**src/source/lsu_pkg.sv**
```systemverilog
// shared widths and encodings for the load/store stage; accesses must be naturally aligned
package lsu_pkg;

  // datapath widths
  localparam int DATA_W = 64;
  localparam int ADDR_W = 32;
  localparam int MASK_W = DATA_W / 8;

  typedef logic [DATA_W-1:0] data_t; // one doubleword
  typedef logic [ADDR_W-1:0] addr_t; // byte address
  typedef logic [MASK_W-1:0] mask_t; // one enable per byte lane

  // operation of a pipeline request
  typedef enum logic {
    OP_LOAD  = 1'b0,
    OP_STORE = 1'b1
  } mem_op_e;

  // access size, encoded as log2 of the byte count
  typedef enum logic [1:0] {
    SZ_BYTE   = 2'd0,
    SZ_HALF   = 2'd1,
    SZ_WORD   = 2'd2,
    SZ_DOUBLE = 2'd3
  } mem_size_e;

endpackage

```
**src/source/lsu_load_extend.sv**
```systemverilog
// combinational lane select and extension; offset must be aligned to size
`timescale 1ns/10ps

module lsu_load_extend (
  input  lsu_pkg::data_t     word_i,
  input  logic [2:0]         offset_i,
  input  lsu_pkg::mem_size_e size_i,
  input  logic               sext_i,
  output lsu_pkg::data_t     value_o
);

  localparam int W = lsu_pkg::DATA_W;

  lsu_pkg::data_t lane;
  logic           fill;

  // addressed byte moved down to bit 0
  assign lane = word_i >> {offset_i, 3'b000};

  always_comb begin
    case (size_i)
      lsu_pkg::SZ_BYTE: begin
        fill    = sext_i & lane[7];
        value_o = {{(W-8){fill}}, lane[7:0]};
      end
      lsu_pkg::SZ_HALF: begin
        fill    = sext_i & lane[15];
        value_o = {{(W-16){fill}}, lane[15:0]};
      end
      lsu_pkg::SZ_WORD: begin
        fill    = sext_i & lane[31];
        value_o = {{(W-32){fill}}, lane[31:0]};
      end
      default: begin
        fill    = 1'b0; // full width, nothing to extend
        value_o = lane;
      end
    endcase
  end

endmodule

```
**src/source/lsu_access_ctrl.sv**
```systemverilog
// serial access FSM, one access at a time; stores give no response, requests must be aligned
`timescale 1ns/10ps

module lsu_access_ctrl (
  input  logic               clk,
  input  logic               rst_n_i,
  // from the capture register
  input  logic               cap_valid_i,
  output logic               cap_ready_o,
  input  lsu_pkg::mem_op_e   cap_op_i,
  input  lsu_pkg::addr_t     cap_addr_i,
  input  lsu_pkg::data_t     cap_wdata_i,
  input  lsu_pkg::mem_size_e cap_size_i,
  input  logic               cap_sext_i,
  // write channel and acknowledge
  output logic               w_valid_o,
  input  logic               w_ready_i,
  output lsu_pkg::addr_t     w_addr_o,
  output lsu_pkg::data_t     w_data_o,
  output lsu_pkg::mask_t     w_mask_o,
  input  logic               b_valid_i,
  output logic               b_ready_o,
  // read request and data
  output logic               ar_valid_o,
  input  logic               ar_ready_i,
  output lsu_pkg::addr_t     ar_addr_o,
  input  logic               r_valid_i,
  output logic               r_ready_o,
  input  lsu_pkg::data_t     r_data_i,
  // load response
  output logic               resp_valid_o,
  input  logic               resp_ready_i,
  output lsu_pkg::data_t     resp_rdata_o
);

  typedef enum logic [2:0] {
    S_IDLE,
    S_ST_ISSUE,
    S_ST_ACK,
    S_LD_ISSUE,
    S_LD_DATA,
    S_RESPOND
  } state_e;

  state_e             state_q, state_d;
  lsu_pkg::addr_t     addr_q;
  lsu_pkg::data_t     data_q;
  lsu_pkg::mask_t     mask_q;
  lsu_pkg::mem_size_e size_q;
  logic               sext_q;
  lsu_pkg::data_t     rdata_q;
  lsu_pkg::data_t     st_data;
  lsu_pkg::mask_t     st_mask;
  lsu_pkg::data_t     ext_value;
  logic               cap_hs;

  assign cap_ready_o = (state_q == S_IDLE);
  assign cap_hs      = cap_valid_i & cap_ready_o;

  // store data replicated over every lane, mask picks the addressed one
  always_comb begin
    case (cap_size_i)
      lsu_pkg::SZ_BYTE: begin
        st_data = {8{cap_wdata_i[7:0]}};
        st_mask = 8'h01;
      end
      lsu_pkg::SZ_HALF: begin
        st_data = {4{cap_wdata_i[15:0]}};
        st_mask = 8'h03;
      end
      lsu_pkg::SZ_WORD: begin
        st_data = {2{cap_wdata_i[31:0]}};
        st_mask = 8'h0f;
      end
      default: begin
        st_data = cap_wdata_i;
        st_mask = 8'hff;
      end
    endcase
    st_mask = st_mask << cap_addr_i[2:0];
  end

  always_comb begin
    state_d = state_q;
    case (state_q)
      S_IDLE: if (cap_hs) begin
        state_d = (cap_op_i == lsu_pkg::OP_STORE) ? S_ST_ISSUE : S_LD_ISSUE;
      end
      S_ST_ISSUE: if (w_ready_i) state_d = S_ST_ACK;
      S_ST_ACK:   if (b_valid_i) state_d = S_IDLE; // store done
      S_LD_ISSUE: if (ar_ready_i) state_d = S_LD_DATA;
      S_LD_DATA:  if (r_valid_i) state_d = S_RESPOND;
      S_RESPOND:  if (resp_ready_i) state_d = S_IDLE;
      default:    state_d = S_IDLE;
    endcase
  end

  always_ff @(posedge clk) begin
    if (!rst_n_i) begin
      state_q <= S_IDLE;
    end else begin
      state_q <= state_d;
    end
  end

  always_ff @(posedge clk) begin
    if (cap_hs) begin
      addr_q <= cap_addr_i;
      data_q <= st_data;
      mask_q <= st_mask;
      size_q <= cap_size_i;
      sext_q <= cap_sext_i;
    end
    if (r_valid_i && r_ready_o) begin
      rdata_q <= ext_value; // held until the response is taken
    end
  end

  lsu_load_extend u_load_extend (
    .word_i   (r_data_i),
    .offset_i (addr_q[2:0]),
    .size_i   (size_q),
    .sext_i   (sext_q),
    .value_o  (ext_value)
  );

  assign w_valid_o    = (state_q == S_ST_ISSUE);
  assign w_addr_o     = addr_q;
  assign w_data_o     = data_q;
  assign w_mask_o     = mask_q;
  assign b_ready_o    = (state_q == S_ST_ACK);
  assign ar_valid_o   = (state_q == S_LD_ISSUE);
  assign ar_addr_o    = addr_q;
  assign r_ready_o    = (state_q == S_LD_DATA);
  assign resp_valid_o = (state_q == S_RESPOND);
  assign resp_rdata_o = rdata_q;

endmodule

```
**config.mk**
```make
export PLATFORM = sky130hd
export DESIGN_NAME = lsu_access_ctrl
export DESIGN_NICKNAME = d
export VERILOG_FILES = /design/src/source/lsu_pkg.sv /design/src/source/lsu_load_extend.sv /design/src/source/lsu_access_ctrl.sv
export SDC_FILE = /design/constraint.sdc
export NUM_CORES = 1
export LEC_CHECK = 0
export BUFFER_PORTS_ARGS = -buffer_cell sky130_fd_sc_hd__buf_2
export CAP_MARGIN = 15
export CORE_MARGIN = 10
export CORE_UTILIZATION = 47
export DETAILED_ROUTE_END_ITERATION = 6
export PLACE_DENSITY_LB_ADDON = 0.3
export SLEW_MARGIN = 10
export SYNTH_ARGS = -nofsm -noshare
export SYNTH_HDL_FRONTEND = slang
export SYNTH_HIERARCHICAL = 1
export SYNTH_SLANG_ARGS = --single-unit
```
**constraint.sdc**
```tcl
create_clock -name clk -period 5 [get_ports clk]
set_input_delay 0.5 -clock clk [delete_from_list [all_inputs] [get_ports clk]]
set_output_delay 0.5 -clock clk [all_outputs]
set_load 0.01 [all_outputs]
```
==> impl_metrics.csv <==
group,metric,value,unit
timing,timing.setup.tns,0,ps
clocking,root_buffer,"clkbuf_16",
placement,placed_cell_area,10700,um2
placement,dp_slack,1850,ps
die,start_util,48.0,%
finish,seqCellArea,5190,um2
logic_synthesis,syn_nets,821,
logic_synthesis,synthFlopType,"edfxtp_1",
logic_synthesis,syn_area,9010,um2
detailed_routing,drtAntennaViolNets,0,
timing,worst_pin_slew,948,ps
logic_synthesis,ys_seq_area_share,57.7,%
timing,finalCriticalPeriod,3230,ps
logic_synthesis,async_reset_ff_share,0,%
global_routing,grt-ovfl-total,0,
logic_synthesis,synth.distinct_cells,49,
clocking,post_cts_resized,0,
timing,slew_headroom,36.8,%
clocking,cts_setup_buffers,0,
finish,nFillCells,1547,
finish,mostFrequentLayoutCells,"377 x buf_2, 171 x edfxtp_1, 71 x mux2i_1, 43 x nand2_1, 39 x a21oi_1",
clocking,postCtsHoldBufs,0,
critical_path,reg2reg_setup_slack,1770,ps
clocking,cts_buffers,17,
clocking,clockBufferDepth,2,
critical_path,end_kind,"flop",
min_path,hp-class,"in -> reg",
flow_run,maxCapViolations,0,
logic_synthesis,syn_avg_cell_area,13.9,um2
logic_synthesis,synth-seq-cells,174,
global_routing,grt_start_max_net_pins,65,
die,row_count,50,
global_routing,grt_pass1_wl,42.2,mm
clocking,cts_tree,"done",
timing,max_freq,310,MHz
die,pin_count,378,
critical_path,critPathMaxStageDelay,570,ps
critical_path,reg2regPathDepth,6,
detailed_routing,wl,29.4,mm
clocking,clk_latency,420,ps
placement,port_buffers,377,
global_routing,grt.total_usage,22.2,%
critical_path,r2r-end,"resp_rdata_o[20]",
timing,hold_violations,0,
min_path,hp-start,"cap_addr_i[20]",
finish,multiInputGateArea,3180,um2
timing,setup_viol,0,
timing,rsz0062_at_grt,"false",
finish,layout-drive-gt1-share,50.1,%
detailed_routing,drt_first_pass_iters,7,
critical_path,crit_arrival,3340,ps
die,die_w,158,um
detailed_routing,post-route-drc-count,0,
power_and_ir_drop,vdd_ir_drop_max,0.391,mV
critical_path,critPathSlowestCell,"nand4_1",
logic_synthesis,netlist_instances,649,
power_and_ir_drop,leakage,4.77,nW
placement,place_congestion,0.900,
critical_path,path_max_fanout,43,
clocking,clkTransAtPathRegs,70,ps
finish,nets,1144,
critical_path,cp-start-kind,"flop",
timing,timing.hold.ws,252,ps
min_path,min_path_cells,1,
clocking,h-tree-depth,4,
detailed_routing,vias,7012,
detailed_routing,post_drt_wl_per_cell,24.1,um
critical_path,critical_path.cell_chain,"buf_4, mux2i_1, a22oi_2, nand4_1, buf_4, o2111ai_1",
timing,timing.final.crit_share,64.5,%
die,dieArea,25100,um2
critical_path,crit_type,"reg -> reg",
status,status,"finished, final reports clean",
detailed_routing,drtIter0Drc,481,
power_and_ir_drop,fin_total_pwr,0.00489,W
critical_path,r2r-start,"ar_addr_o[1]",
critical_path,crit_path_frequent_cell,"buf_4",
min_path,hold_end,"ar_addr_o[20]",
die,core,18800,um2
logic_synthesis,synth_edf_count,171,
global_routing,grt_pass1_vias,7096,
power_and_ir_drop,powerDensity,435,nW/um2
critical_path,required,5120,ps
finish,final_common_cell,"buf_2",
placement,hpwl,22.5,mm
timing,slew_viol_final,0,
clocking,clock-sinks,174,
detailed_routing,viasPerCell,5.73,
global_routing,antenna_found_initial,6,
timing,setup_ws,1770,ps
logic_synthesis,ys_warn_count,6,
die,dieHeight,158,um
timing,finClkSkew,7.32,ps
finish,area_growth,24.7,%
finish,design_area,11200,um2
-- cells by family after synthesis --
logic type | Yosys count | share of synthesized area, %
DFF | 174 | 57.7
and+or+nand+nor | 145 | 8.35
muxes | 132 | 18.9
AOI/OAI and AO/OA | 104 | 8.00
buffers and inverters | 94 | 7.06
-- sequential cells by signal, indices dropped and copies added (netlist names) --
name and count:
size_q 2, sext_q 1, state_q 3, w_mask_o 8, w_data_o 64, ar_addr_o 32
resp_rdata_o 64
-- critical path: cells and delay by family (launching register included) --
kind                   cells  cell delay (ps)
buffers and inverters      2             1020
AOI/OAI and AO/OA          2              350
muxes                      1              450
DFF                        1              530
and+or+nand+nor            1              570
-- metal layers --
layer	wire length (um)	GRT usage (%)	vias to the layer above
li1	-	-	3155
met1	11000	26.7	3400
met2	14500	36.3	409
met3	3170	7.66	44
met4	717	7.50	4
met5	21	0	-
-- how the worst max path moves through the flow --
stage | startpoint | to | depth (start not counted)
2_1_floorplan | state_q[0] | ar_addr_o[0] | 3
3_5_place_dp | ar_addr_o[1] | resp_rdata_o[20] | 6
4_1_cts | ar_addr_o[1] | resp_rdata_o[20] | 6
6_report | ar_addr_o[1] | resp_rdata_o[20] | 6
3_3_place_gp | ar_addr_o[1] | resp_rdata_o[16] | 6
5_1_grt | ar_addr_o[1] | resp_rdata_o[55] | 6
-- cell usage after synthesis, drive strengths merged (2+ instances only) --
master / instances / area (um2)
o21ai: 11 / 55.1
and2: 13 / 81.3
o2bb2ai: 8 / 70.1
nand4: 26 / 163
nand2b: 6 / 37.5
mux2i: 71 / 711
nor2: 21 / 81.3
inv: 10 / 37.5
a32oi: 2 / 17.5
nand3: 12 / 60.1
buf: 80 / 582
nand2: 44 / 168
a22oi: 7 / 57.6
o2111ai: 16 / 140
nor3: 4 / 20.0
mux4: 27 / 608
mux2: 34 / 387
o211ai: 5 / 42.5
a211oi: 11 / 87.6
dfxtp: 3 / 60.1
clkbuf: 4 / 16.3
a21oi: 40 / 204
edfxtp: 171 / 5130
nor2b: 9 / 56.3
and2b: 4 / 32.5
-- per-stage QoR --
step	std cells	util, %
2_1_floorplan	649	-
3_3_place_gp	1187	56.9
3_5_place_dp	1187	56.9
4_1_cts	1217	59.8
5_1_grt	1220	59.8
6_report	1223	59.9
-- power by group --
group / internal, W / switching (W) / total, W
Sequential: 0.00199 / 0.000121 / 0.00211
Clock: 0.000683 / 0.000563 / 0.00125
Combinational: 0.000612 / 0.000920 / 0.00153
Total: 0.00329 / 0.00160 / 0.00489
-- final cells by class --
| cell class | count | area share, % |
|---|---|---|
| clock buffers | 17 | 3.79 |
| clock inverters | 13 | 1.05 |
| flip-flops and latches | 174 | 46.2 |
| multi-input cells | 381 | 28.3 |
| repair buffers | 388 | 17.5 |
| inverters | 10 | 0.334 |
| diodes | 6 | 0.134 |
| well taps | 234 | 2.61 |
No activity file was read; power rests on OpenSTA's default activity.
